===== src/rv32i_macros.svh =====
`ifndef RV32I_MACROS_SVH
`define RV32I_MACROS_SVH

// data and address width
`define XLEN 32

// fixed size of the control word carried down the pipe
`define CONTROL_WORD_SIZE 24

// control word field positions, msb:lsb
`define CW_ALUOP        2:0
`define CW_ALUMUX1      3:3
`define CW_ALUMUX2      5:4
`define CW_WBSEL        8:6
`define CW_LOAD_REGFILE 9:9
`define CW_MEM_READ     10:10
`define CW_MEM_WRITE    11:11
`define CW_FUNCT3       14:12   // load and store width
// bits 23:15 are spare and stay zero

`endif


===== src/rv32i_pkg.sv =====
`include "rv32i_macros.svh"

package rv32i_pkg;

    typedef logic [`XLEN-1:0] rv32i_word;
    typedef logic [4:0] reg_idx;
    typedef logic [`CONTROL_WORD_SIZE-1:0] rv32i_control_word;
    typedef logic [3:0] byte_mask;

    // base opcodes handled by this pipe
    typedef enum logic [6:0] {
        op_lui   = 7'b0110111,
        op_auipc = 7'b0010111,
        op_load  = 7'b0000011,
        op_store = 7'b0100011,
        op_imm   = 7'b0010011,
        op_reg   = 7'b0110011
    } rv32i_opcode;

    // same order as the arithmetic funct3 where they coincide
    typedef enum logic [2:0] {
        alu_add = 3'b000,
        alu_sll = 3'b001,
        alu_sra = 3'b010,
        alu_sub = 3'b011,
        alu_xor = 3'b100,
        alu_srl = 3'b101,
        alu_or  = 3'b110,
        alu_and = 3'b111
    } alu_ops;

    // first ALU operand
    typedef enum logic {
        alumux1_rs1 = 1'b0,
        alumux1_pc  = 1'b1
    } alumux1_sel_t;

    // second ALU operand
    typedef enum logic [1:0] {
        alumux2_i_imm = 2'b00,
        alumux2_s_imm = 2'b01,
        alumux2_u_imm = 2'b10,
        alumux2_rs2   = 2'b11
    } alumux2_sel_t;

    // source of the register file write value
    typedef enum logic [2:0] {
        wb_alu_out = 3'b000,
        wb_slt     = 3'b001,
        wb_sltu    = 3'b010,
        wb_u_imm   = 3'b011,
        wb_load    = 3'b100
    } wb_sel_t;

endpackage


===== src/ir.sv =====
`timescale 1ns/1ps

module ir import rv32i_pkg::*; (
    input logic clk,
    input logic rst_n,
    input logic load,
    input rv32i_word in,
    output rv32i_opcode opcode,
    output logic [2:0] funct3,
    output logic [6:0] funct7,
    output reg_idx rs1,
    output reg_idx rs2,
    output reg_idx rd,
    output rv32i_word i_imm,
    output rv32i_word s_imm,
    output rv32i_word u_imm
);

    localparam rv32i_word NOP = 32'h0000_0013;   // addi x0, x0, 0

    rv32i_word data;

    always_ff @(posedge clk or negedge rst_n) begin
        if (!rst_n) begin
            data <= NOP;
        end else if (load) begin
            data <= in;
        end
    end

    // register fields
    assign opcode = rv32i_opcode'(data[6:0]);
    assign rd     = data[11:7];
    assign funct3 = data[14:12];
    assign rs1    = data[19:15];
    assign rs2    = data[24:20];    // also the shamt of an immediate shift
    assign funct7 = data[31:25];

    // immediates, sign taken from bit 31
    assign i_imm = {{21{data[31]}}, data[30:20]};
    assign s_imm = {{21{data[31]}}, data[30:25], data[11:7]};
    assign u_imm = {data[31:12], 12'h000};

endmodule


===== src/control_unit.sv =====
`timescale 1ns/1ps
`include "rv32i_macros.svh"

module control_unit import rv32i_pkg::*; (
    input rv32i_opcode opcode,
    input logic [2:0] funct3,
    input logic [6:0] funct7,
    input reg_idx rs2,
    output rv32i_control_word ctrl_word
);

    logic alt;          // funct7 bit 5, picks sub and sra
    logic f7_ok;        // one of the two defined funct7 patterns
    logic shift_zero;   // srli or slli by zero
    logic arith_ok;
    alu_ops arith_op;
    wb_sel_t arith_wb;

    assign alt = funct7[5];
    assign f7_ok = (funct7 == 7'b0000000) || (funct7 == 7'b0100000);
    assign shift_zero = (opcode == op_imm) && (rs2 == 5'd0) &&
                        (funct3 == 3'b001 || (funct3 == 3'b101 && !alt));

    always_comb begin
        unique case (funct3)
            3'b000: arith_op = (opcode == op_reg && alt) ? alu_sub : alu_add;
            3'b010, 3'b011: arith_op = alu_sub;     // compare via the difference
            3'b101: arith_op = alt ? alu_sra : alu_srl;
            default: arith_op = alu_ops'(funct3);
        endcase
        if (shift_zero) begin
            arith_op = alu_add;     // i_imm is zero here, so a plain copy
        end
        arith_wb = (funct3 == 3'b010) ? wb_slt : (funct3 == 3'b011) ? wb_sltu : wb_alu_out;
        if (opcode == op_reg) begin
            arith_ok = f7_ok && (!alt || funct3 == 3'b000 || funct3 == 3'b101);
        end else begin
            arith_ok = (funct3 == 3'b001) ? (funct7 == 7'b0) :
                       (funct3 == 3'b101) ? f7_ok : 1'b1;
        end
    end

    always_comb begin
        ctrl_word = '0;     // unsupported or reserved encodings do nothing
        unique case (opcode)
            op_lui: begin
                ctrl_word[`CW_WBSEL] = wb_u_imm;
                ctrl_word[`CW_LOAD_REGFILE] = 1'b1;
            end
            op_auipc: begin
                ctrl_word[`CW_ALUOP] = alu_add;
                ctrl_word[`CW_ALUMUX1] = alumux1_pc;
                ctrl_word[`CW_ALUMUX2] = alumux2_u_imm;
                ctrl_word[`CW_LOAD_REGFILE] = 1'b1;
            end
            op_load: begin
                if (funct3 != 3'b011 && funct3[2:1] != 2'b11) begin    // lb lh lw lbu lhu
                    ctrl_word[`CW_ALUOP] = alu_add;
                    ctrl_word[`CW_WBSEL] = wb_load;
                    ctrl_word[`CW_LOAD_REGFILE] = 1'b1;
                    ctrl_word[`CW_MEM_READ] = 1'b1;
                    ctrl_word[`CW_FUNCT3] = funct3;
                end
            end
            op_store: begin
                if (!funct3[2] && funct3[1:0] != 2'b11) begin      // sb sh sw
                    ctrl_word[`CW_ALUOP] = alu_add;
                    ctrl_word[`CW_ALUMUX2] = alumux2_s_imm;
                    ctrl_word[`CW_MEM_WRITE] = 1'b1;
                    ctrl_word[`CW_FUNCT3] = funct3;
                end
            end
            op_imm, op_reg: begin
                if (arith_ok) begin
                    ctrl_word[`CW_ALUOP] = arith_op;
                    ctrl_word[`CW_ALUMUX2] = (opcode == op_reg) ? alumux2_rs2 : alumux2_i_imm;
                    ctrl_word[`CW_WBSEL] = arith_wb;
                    ctrl_word[`CW_LOAD_REGFILE] = 1'b1;
                end
            end
            default: ;
        endcase
    end

endmodule


===== src/regfile.sv =====
`timescale 1ns/1ps

module regfile import rv32i_pkg::*; (
    input logic clk,
    input logic rst_n,
    input logic load,
    input rv32i_word in,
    input reg_idx src_a,
    input reg_idx src_b,
    input reg_idx dest,
    output rv32i_word reg_a,
    output rv32i_word reg_b
);

    rv32i_word data [32];   // entry 0 is never written
    logic wr_en;

    assign wr_en = load && (dest != 5'd0);

    always_ff @(posedge clk or negedge rst_n) begin
        if (!rst_n) begin
            for (int i = 0; i < 32; i++) begin
                data[i] <= '0;
            end
        end else if (wr_en) begin
            data[dest] <= in;
        end
    end

    // same-cycle write is forwarded to the reader
    assign reg_a = (wr_en && dest == src_a) ? in : data[src_a];
    assign reg_b = (wr_en && dest == src_b) ? in : data[src_b];

endmodule


===== src/alu.sv =====
`timescale 1ns/1ps

module alu import rv32i_pkg::*; (
    input alu_ops aluop,
    input rv32i_word a,
    input rv32i_word b,
    output rv32i_word f
);

    logic [4:0] shamt;

    assign shamt = b[4:0];

    // slt and sltu come out of alu_sub, finished in writeback
    always_comb begin
        unique case (aluop)
            alu_add: f = a + b;
            alu_sll: f = a << shamt;
            alu_sra: f = rv32i_word'($signed(a) >>> shamt);
            alu_sub: f = a - b;
            alu_xor: f = a ^ b;
            alu_srl: f = a >> shamt;
            alu_or:  f = a | b;
            alu_and: f = a & b;
            default: f = a + b;
        endcase
    end

endmodule


===== src/load_masking.sv =====
`timescale 1ns/1ps

module load_masking import rv32i_pkg::*; (
    input logic [2:0] funct3,
    input logic [1:0] addr_01,
    input rv32i_word mdr,
    output rv32i_word load_out
);

    logic [7:0] lane_b;
    logic [15:0] lane_h;

    always_comb begin
        unique case (addr_01)
            2'b00: lane_b = mdr[7:0];
            2'b01: lane_b = mdr[15:8];
            2'b10: lane_b = mdr[23:16];
            default: lane_b = mdr[31:24];
        endcase
        lane_h = addr_01[1] ? mdr[31:16] : mdr[15:0];  // halfwords are aligned
    end

    always_comb begin
        unique case (funct3)
            3'b000: load_out = {{24{lane_b[7]}}, lane_b};    // lb
            3'b001: load_out = {{16{lane_h[15]}}, lane_h};   // lh
            3'b100: load_out = {24'h0, lane_b};              // lbu
            3'b101: load_out = {16'h0, lane_h};              // lhu
            default: load_out = mdr;                         // lw
        endcase
    end

endmodule


===== src/datapath.sv =====
`timescale 1ns/1ps
`include "rv32i_macros.svh"

module datapath import rv32i_pkg::*; (
    input logic clk,
    input logic rst_n,
    input rv32i_word inst_rdata,
    output rv32i_word inst_addr,
    output logic inst_read,
    input rv32i_word data_rdata,
    output rv32i_word data_wdata,
    output rv32i_word data_addr,
    output byte_mask data_mbe,
    output logic data_read,
    output logic data_write
);

    rv32i_word pc, pc_id, pc_ex;
    rv32i_opcode opcode;
    logic [2:0] funct3, st_funct3;
    logic [6:0] funct7;
    reg_idx rs1, rs2, rd, rd_ex, rd_mem, rd_wb;
    rv32i_word i_imm, s_imm, u_imm, i_imm_ex, s_imm_ex, u_imm_ex, u_imm_mem, u_imm_wb;
    rv32i_control_word ctrl_word, cw_ex, cw_mem, cw_wb;
    rv32i_word rs1_out, rs2_out, rs1_ex, rs2_ex, rs2_mem;
    rv32i_word alumux1_out, alumux2_out, alu_out, alu_out_mem, alu_out_wb;
    logic a_msb_mem, b_msb_mem, a_msb_wb, b_msb_wb;   // operand signs for slt
    rv32i_word rdata_wb, load_out, wb_value;
    logic lt_signed, lt_unsigned;

    // fetch, memory answers in the same cycle
    assign inst_addr = pc;
    assign inst_read = 1'b1;

    always_ff @(posedge clk or negedge rst_n) begin
        if (!rst_n) begin
            pc <= '0;
            cw_ex <= '0;
            cw_mem <= '0;
            cw_wb <= '0;
        end else begin
            pc <= pc + 32'd4;
            cw_ex <= ctrl_word;
            cw_mem <= cw_ex;
            cw_wb <= cw_mem;
        end
    end

    always_ff @(posedge clk) begin
        pc_id <= pc;
        pc_ex <= pc_id;
        {rd_ex, rs1_ex, rs2_ex} <= {rd, rs1_out, rs2_out};
        {i_imm_ex, s_imm_ex, u_imm_ex} <= {i_imm, s_imm, u_imm};
        {rd_mem, rs2_mem, u_imm_mem, alu_out_mem} <= {rd_ex, rs2_ex, u_imm_ex, alu_out};
        a_msb_mem <= alumux1_out[31];
        b_msb_mem <= alumux2_out[31];
        {rd_wb, u_imm_wb, alu_out_wb, rdata_wb} <= {rd_mem, u_imm_mem, alu_out_mem, data_rdata};
        {a_msb_wb, b_msb_wb} <= {a_msb_mem, b_msb_mem};
    end

    ir ir_inst (
        .clk(clk), .rst_n(rst_n), .load(1'b1), .in(inst_rdata),
        .opcode(opcode), .funct3(funct3), .funct7(funct7),
        .rs1(rs1), .rs2(rs2), .rd(rd),
        .i_imm(i_imm), .s_imm(s_imm), .u_imm(u_imm)
    );

    control_unit control_unit_inst (
        .opcode(opcode), .funct3(funct3), .funct7(funct7), .rs2(rs2), .ctrl_word(ctrl_word)
    );

    regfile regfile_inst (
        .clk(clk), .rst_n(rst_n), .load(cw_wb[`CW_LOAD_REGFILE]), .in(wb_value),
        .src_a(rs1), .src_b(rs2), .dest(rd_wb), .reg_a(rs1_out), .reg_b(rs2_out)
    );

    // execute operands
    always_comb begin
        alumux1_out = (alumux1_sel_t'(cw_ex[`CW_ALUMUX1]) == alumux1_pc) ? pc_ex : rs1_ex;
        unique case (alumux2_sel_t'(cw_ex[`CW_ALUMUX2]))
            alumux2_s_imm: alumux2_out = s_imm_ex;
            alumux2_u_imm: alumux2_out = u_imm_ex;
            alumux2_rs2:   alumux2_out = rs2_ex;
            default:       alumux2_out = i_imm_ex;
        endcase
    end

    alu alu_inst (.aluop(alu_ops'(cw_ex[`CW_ALUOP])), .a(alumux1_out), .b(alumux2_out), .f(alu_out));

    // memory stage, store data copied into every lane it may use
    assign st_funct3 = cw_mem[`CW_FUNCT3];
    assign data_addr = {alu_out_mem[31:2], 2'b00};
    assign data_read = cw_mem[`CW_MEM_READ];
    assign data_write = cw_mem[`CW_MEM_WRITE];

    always_comb begin
        unique case (st_funct3[1:0])
            2'b00: begin
                data_mbe = byte_mask'(4'b0001 << alu_out_mem[1:0]);
                data_wdata = {4{rs2_mem[7:0]}};
            end
            2'b01: begin
                data_mbe = alu_out_mem[1] ? 4'b1100 : 4'b0011;
                data_wdata = {2{rs2_mem[15:0]}};
            end
            default: begin
                data_mbe = 4'b1111;
                data_wdata = rs2_mem;
            end
        endcase
    end

    load_masking load_masking_inst (
        .funct3(cw_wb[`CW_FUNCT3]), .addr_01(alu_out_wb[1:0]), .mdr(rdata_wb), .load_out(load_out)
    );

    // compare results from the difference and the operand signs
    assign lt_signed = (a_msb_wb != b_msb_wb) ? a_msb_wb : alu_out_wb[31];
    assign lt_unsigned = (a_msb_wb != b_msb_wb) ? b_msb_wb : alu_out_wb[31];

    always_comb begin
        unique case (wb_sel_t'(cw_wb[`CW_WBSEL]))
            wb_slt:   wb_value = {31'b0, lt_signed};
            wb_sltu:  wb_value = {31'b0, lt_unsigned};
            wb_u_imm: wb_value = u_imm_wb;
            wb_load:  wb_value = load_out;
            default:  wb_value = alu_out_wb;
        endcase
    end

endmodule


===== config.mk =====
export PLATFORM = sky130hd
export DESIGN_NAME = datapath
export DESIGN_NICKNAME = d
export VERILOG_FILES = /design/src/rv32i_pkg.sv /design/src/ir.sv /design/src/control_unit.sv /design/src/regfile.sv /design/src/alu.sv /design/src/load_masking.sv /design/src/datapath.sv
export VERILOG_INCLUDE_DIRS = /design/src
export SDC_FILE = /design/constraint.sdc
export NUM_CORES = 2
export LEC_CHECK = 0
export BUFFER_PORTS_ARGS = -buffer_cell sky130_fd_sc_hd__buf_2
export CAP_MARGIN = 40
export CORE_MARGIN = 2
export CORE_UTILIZATION = 40
export DETAILED_ROUTE_END_ITERATION = 16
export GPL_TIMING_DRIVEN = 1
export SKIP_CTS_REPAIR_TIMING = 1
export SYNTH_ARGS = -nofsm -noshare
export SYNTH_HDL_FRONTEND = slang
export SYNTH_SLANG_ARGS = --single-unit

===== constraint.sdc =====
create_clock -name clk -period 5.32 [get_ports clk]
set_input_delay 0.532 -clock clk [delete_from_list [all_inputs] [get_ports clk]]
set_output_delay 0.532 -clock clk [all_outputs]
set_load 0.02 [all_outputs]

Word level (Yosys, flattened, before mapping)
Cells that the tools add are included.
- bits in registers: 1492
- bits of input ports: 66
- $add $sub $neg: 3
- order comparisons: 4
- equality and inequality tests: 37
- shifts and indexed selects: 4
- muxes and demuxes: 47
- bitwise logic cells: 6
- reductions and logical operators: 28
- operator list (cell ; count):
    1024-bit bitwise mux ; 1
    32-bit binary-select mux with 5-bit select ; 2
    32-bit two-way mux ; 8
    32-bit one-hot mux with 4 select lines ; 2
    32-bit one-hot mux with 8 select lines ; 1
    32-bit demux with 5-bit select ; 1
    32-bit one-hot mux with 3 select lines ; 1
    32-bit one-hot mux with 2 select lines ; 1
    32-bit by 3-bit adder with 32-bit output (second input constant) ; 1
    32-bit adder ; 1
    32-bit bitwise AND ; 1
    32-bit OR ; 1
    32-bit by 5-bit << shifter with 32-bit output ; 1
    32-bit by 5-bit >> shifter with 32-bit output ; 1
    32-bit by 5-bit >>> shifter with 32-bit output ; 1
    32-bit subtractor ; 1
    32-bit bitwise XOR ; 1
    7-bit by 6-bit == test with 1-bit output (second input constant) ; 4
    3-bit == test (second input constant) ; 8
    8-bit one-hot mux with 3 select lines ; 1
    3-bit by 2-bit == test with 1-bit output (second input constant) ; 6
    6-bit greater-or-equal comparator (second input constant) ; 3
    3-bit two-way mux ; 6
    5-bit inverter with 6-bit output ; 3
    31 further kinds ; 72

Logic depth before layout (Yosys ltp)
- depth after elaboration: 7
- mapped depth: 23
- depth with buffers taken out: 19

Cells and area by module
Synthesis repeated with hierarchy kept, for this count alone.
- cell total of the unflattened synthesis: 5824
- area, all modules: 78335.1 µm²
- modules (own cells, without submodules) (module ; times used ; cells an instance ; area an instance (µm²) ; sequential area each (µm²)):
    regfile ; 1 ; 3434 ; 53661.5 ; 25624.6
    datapath ; 1 ; 906 ; 13716.9 ; 10154.7
    alu ; 1 ; 1119 ; 7731.2 ; 0.0
    ir ; 1 ; 165 ; 2073.2 ; 804.5
    load_masking ; 1 ; 131 ; 723.2 ; 0.0
    control_unit ; 1 ; 69 ; 429.2 ; 0.0

Worst setup path after synthesis
Ideal clock, no wire load.
- path type: register to register
- start: register cw_ex[5]
- end: register alu_out_mem[25]
- setup time: 0.137 ns
- arrival: 4.813 ns
- data required time: 5.183 ns
- setup slack: 0.370 ns
- stages on the path, launching flop included: 22
- cells stage by stage: dfrtp_1 buf_6 mux2_4 a22oi_4 buf_1 clkbuf_1 ha_1 nand4_1 nor3_2 nand2_1 o31ai_1 xnor2_1 ha_1 a2111oi_0 o21ai_0 a31o_2 a21oi_1 nand3b_1 a21oi_1 mux2i_1 a2111oi_0 o21ai_0
- longest elaborated chain between the ends: 4
- elaborated cells on any way between the ends: 13
- RTL lines (what ; line ; RTL):
    from (decl) ; datapath.sv:24 ; rv32i_control_word ctrl_word, cw_ex, cw_mem, cw_wb;
    from (signal assigned) ; datapath.sv:43 ; cw_ex <= ctrl_word;
    2-bit == test or 2-bit by 1-bit == test with 1-bit output (tied branches) ; datapath.sv:80 ; unique case (alumux2_sel_t'(cw_ex[`CW_ALUMUX2]))
    32-bit one-hot mux with 3 select lines (*) ; datapath.sv:80 ;
    32-bit subtractor (tied with other cells) ; alu.sv:20 ; alu_sub: f = a - b;
    32-bit one-hot mux with 8 select lines (*) ; alu.sv:16 ; unique case (aluop)
    net alu_inst.f[25] ; alu.sv:7 ; output rv32i_word f
    to (signal assigned) ; datapath.sv:54 ; {rd_mem, rs2_mem, u_imm_mem, alu_out_mem} <= {rd_ex, rs2_ex, u_imm_ex, alu_out};
    to (decl) ; datapath.sv:26 ; rv32i_word alumux1_out, alumux2_out, alu_out, alu_out_mem, alu_out_wb;
Mark *: on every way through the listed nets, which the timed path passes. The rest lies on a longest branch.
A chain may end at the register's enable or synchronous reset.

Worst setup path after layout
Same ends and word-level chain as after synthesis.

==> run summary <==
The overall routing resource usage came out at 27.8%. The final core area utilization is 45.8%. The average instance area after synthesis is 11.2 um2. The number of ports placed on the die boundary came out at 169. The synthesized-area fraction occupied by and/or/nand/nor cells came out at 9.25%. For the worst-skew pair, the clock arrives at the later sink with an insertion delay of 0.83 ns. The length of routed met2 wiring came out at 117000 um. The ratio of routed vias to standard cells is 6.07.

The post-synthesis xor/xnor area fraction came out at 1.15%. STA puts the critical path data arrival time at 5.68 ns. The floorplan has 156 rows. The most used flip-flop cell after synthesis is dfrtp_1. The async set or reset register ratio after synthesis came out at 77.1%.

Across the VDD grid, the largest voltage drop is 365 uV. Setup violations remaining at the end of the flow were counted as 0. The final layout contains routed wiring with a total length of 258000 um. The dominant combinational cell family by area after synthesis is multiplexers. TritonCTS built the clock tree. The total number of H-tree levels is 4. The analysis attributes to cell leakage a power of 0.0356 uW. The tool flagged a number of max-cap violations equal to 0. Derived from the worst setup path, the maximum achievable clock frequency is 0.200 GHz. The worst slew margin relative to its limit came out at 29.7%. The cell sitting at the root of the clock tree is a clkbuf_16. The required arrival time at the worst endpoint is 6.01 ns.

The critical-path cell with the highest stage delay is dfrtp_2. The post-layout net count is 6630. In this run the remaining antenna-violating nets after routing total 0. The period utilization is 93.9%.

The first global-routing pass estimated 377000 um of wire. Yosys mapped a number of flops with a built-in enable equal to 0. The TritonCTS sink count came out at 1448. Final hold analysis gives a worst-case slack of 0.320 ns. The power density over cell area is 316 nW/um2. The area growth from synthesis to layout is 14.2%. The most common cell after layout, fill and taps aside is dfrtp_1. The worst-case clock buffer depth is 3.

The met3 wire length came out at 22400 um. The highest metal layer carrying signal wires in the routed design is met5. After clock tree synthesis, the clock-pin slew on the worst setup and hold paths is 0.07 ns. The number of warning messages in the yosys log came out at 0. The number of global-route vias before repair came to 52993. The multiplexer share of the synthesized area came out at 23.1%. The area fraction of the dominant cell type after synthesis is 38.5%. In this run the worst path has a maximum fanout of 11.

The kind of start point of the critical path is a flip-flop. For this run, the detailed router's first-pass iteration total came to 8. The library cells used most frequently in the layout, excluding fill and tap cells, are 1100 x dfrtp_1, 822 x nand2_1, 745 x o21ai_0. The quantity of I/O buffers inserted on ports is 163. The number of different library cells used by synthesis comes to 85.

The number of hold-slack violations in the final timing report is 0. The detailed placement HPWL is 172000 um. In the final routed layout, each cell accounts on average for 28.8 um. The post-synthesis cell area is 72400 um2. The post-route netlist has 21.8% of its cells at a drive strength greater than 1.

The run finished with clean final reports. After routing, the total negative slack on setup checks comes to 0 ns. The critical path class is reg2reg.

For the final database, setup skew stands at 0.0436 ns. The total area inside the core boundary comes to 180000 um2. The number of CTS-inserted buffers is 153.

Synthesis handed over a netlist of 6489 instances. Setup repair after global routing left no endpoint under its margin. The weighted congestion at the end of routability-driven global placement came out at 1.00.

The initial antenna violation count is 13. The element type at the critical path end is a flip-flop. The overall die area came out at 184000 um2. Summing all non-filler instances in the final layout gives an area of 82700 um2.

In the routed design, unresolved DRC markers number 0. On the worst path, the slowest cell contributes a delay of 0.54 ns. Traced cell by cell, the critical path runs through inv_1 > a22o_1 > nor3_1 > buf_4 > nand4_1 > nor3_2 > nand2_1 > o31ai_1 > xnor2_1 > ha_1 > a2111oi_1 > o21ai_0 > a31o_2 > a21oi_1 > nand3b_1 > a21oi_1 > mux2i_1 > a2111oi_0 > o21ai_0. The number of buffers and inverters on the critical path is 2.

The cell type with the highest aggregate area in the netlist is dfrtp_1. Entering global routing, the biggest net connects 149 pins. The detailed router put a total of 104000 um of wire on met1. The placed instance area is 76600 um2. The total design power is 26100 uW. The width of the chip came out at 429 um. The post-synthesis adder-cell area fraction came out at 1.72%.

The final count of pins violating max slew is 0. The number of DRC markers in iteration 0 is 6406. After synthesis, flip-flops and latches occupy 47.8% of the total area. The leftover overflow at the end of global routing came out at 0. The synthesized design contains 1448 register bits. Broken down by cell family, the worst path's largest delay share belongs to compound AO/OA/AOI/OAI gates. The worst-margin pin slew came out at 1.05 ns. The effective utilization at floorplan is 40.1%. By area the synthesized netlist is led by dfrtp_1 39%, mux4_2 20%, dfxtp_1 9.2%. The path class of the tightest hold or removal check is reg2reg. The synthesized netlist devotes 12.7% of its cell area to compound gates. The die boundary height is 429 um. The total via count after detailed routing is 54417. Counting I/O delays and the setup requirement, the final critical path takes 4.99 ns.
## area by class of cell
cell class              instances  area (um2)
inverters                      93         352
fillers                     16392       97700
well taps                    2370        2970
repair buffers                472        4160
multi-input cells            4297       35100
clock inverters                66         923
clock buffers                 218        4510
diodes                          3        7.51
flip-flops and latches       1448       34600
## worst reg2reg max path: stages, from the launching register on
cell,delay (ns)
dfrtp_2,0.54
inv_1,0.23
a22o_1,0.30
nor3_1,0.24
buf_4,0.18
nand4_1,0.14
nor3_2,0.22
nand2_1,0.15
o31ai_1,0.31
xnor2_1,0.11
ha_1,0.24
a2111oi_1,0.49
o21ai_0,0.20
a31o_2,0.27
a21oi_1,0.15
nand3b_1,0.24
a21oi_1,0.26
mux2i_1,0.11
a2111oi_0,0.36
o21ai_0,0.13
## where the power goes
group / internal (uW) / switching, uW
Clock: 6780 / 4710
Sequential: 11400 / 454
Combinational: 1020 / 1750
Total: 19200 / 6910
## cells in the mapped netlist, types with 10 or more instances
library cell  count
and3_1           10
mux2i_1         191
xor2_1           21
a31oi_1          18
a22oi_1          12
nor2b_1          79
o22ai_1          28
dfxtp_1         331
a21o_1           25
o211ai_1         15
buf_2            34
nand2b_1         47
a211oi_1         86
xnor2_1          74
nand4_1          18
ha_1             98
o31ai_1          18
nand2_1         841
buf_4            45
buf_1            64
mux4_2          645
dfrtp_1        1114
a21oi_1         564
mux2_2           24
a221oi_1         34
nor2_1          479
nand3_1          42
o21ai_0         745
a222oi_1         17
clkbuf_1        507
nor3_1           28
inv_1            85
## flip-flops by register name, summed over array words and instances (netlist names), 9 cells and up
register           cells
alu_out_wb            32
alu_out_mem           32
rs2_ex                32
cw_mem                 9
pc_ex                 30
s_imm_ex              11
rs2_mem               32
pc_id                 30
ir_inst.data          32
u_imm_wb              20
rs1_ex                32
rdata_wb              32
u_imm_mem             20
regfile_inst.data   1024
inst_addr             30
cw_ex                 15
## metrics by stage
| stage | std cells | setup slack (ns) |
|---|---|---|
| after CTS | 8898 | 0.195 |
| after detailed placement | 8614 | 0.261 |
| after floorplan | 6492 | 0.370 |
| after global routing | 8966 | 0.00911 |
| final | 8967 | 0.326 |
| after global placement | 8580 | 0.184 |
## metal layers
metal  vias up  track usage [%]
met4         8             13.7
met5         -                0
met1     27656             37.6
met3       581             5.55
li1      23480                -
met2      2692             42.9
## cells by family after synthesis
kind of cell | count (synthesis)
AND/OR/NAND/NOR | 1595
multiplexers | 863
XOR/XNOR | 95
buffers and inverters | 747
flip-flops | 1448
other | 2
AO/OA/AOI/OAI | 1640
adder cells (fa/ha/maj) | 99
## final timing paths
check / start / endpoint / slack, ns / cells after the start
max: cw_ex[5] / alu_out_mem[25] / 0.33 / 19
min: cw_mem[14] / cw_wb[14] / 0.32 / 0
max reg2reg: cw_ex[5] / alu_out_mem[25] / 0.33 / 19
min reg2reg: cw_mem[14] / cw_wb[14] / 0.32 / 0
max in group asynchronous: rst_n / ir_inst.data[20] / 3.47 / 3
min in group asynchronous: rst_n / regfile_inst.data[35] / 0.35 / 2
Power figures use the tool's default switching activity.
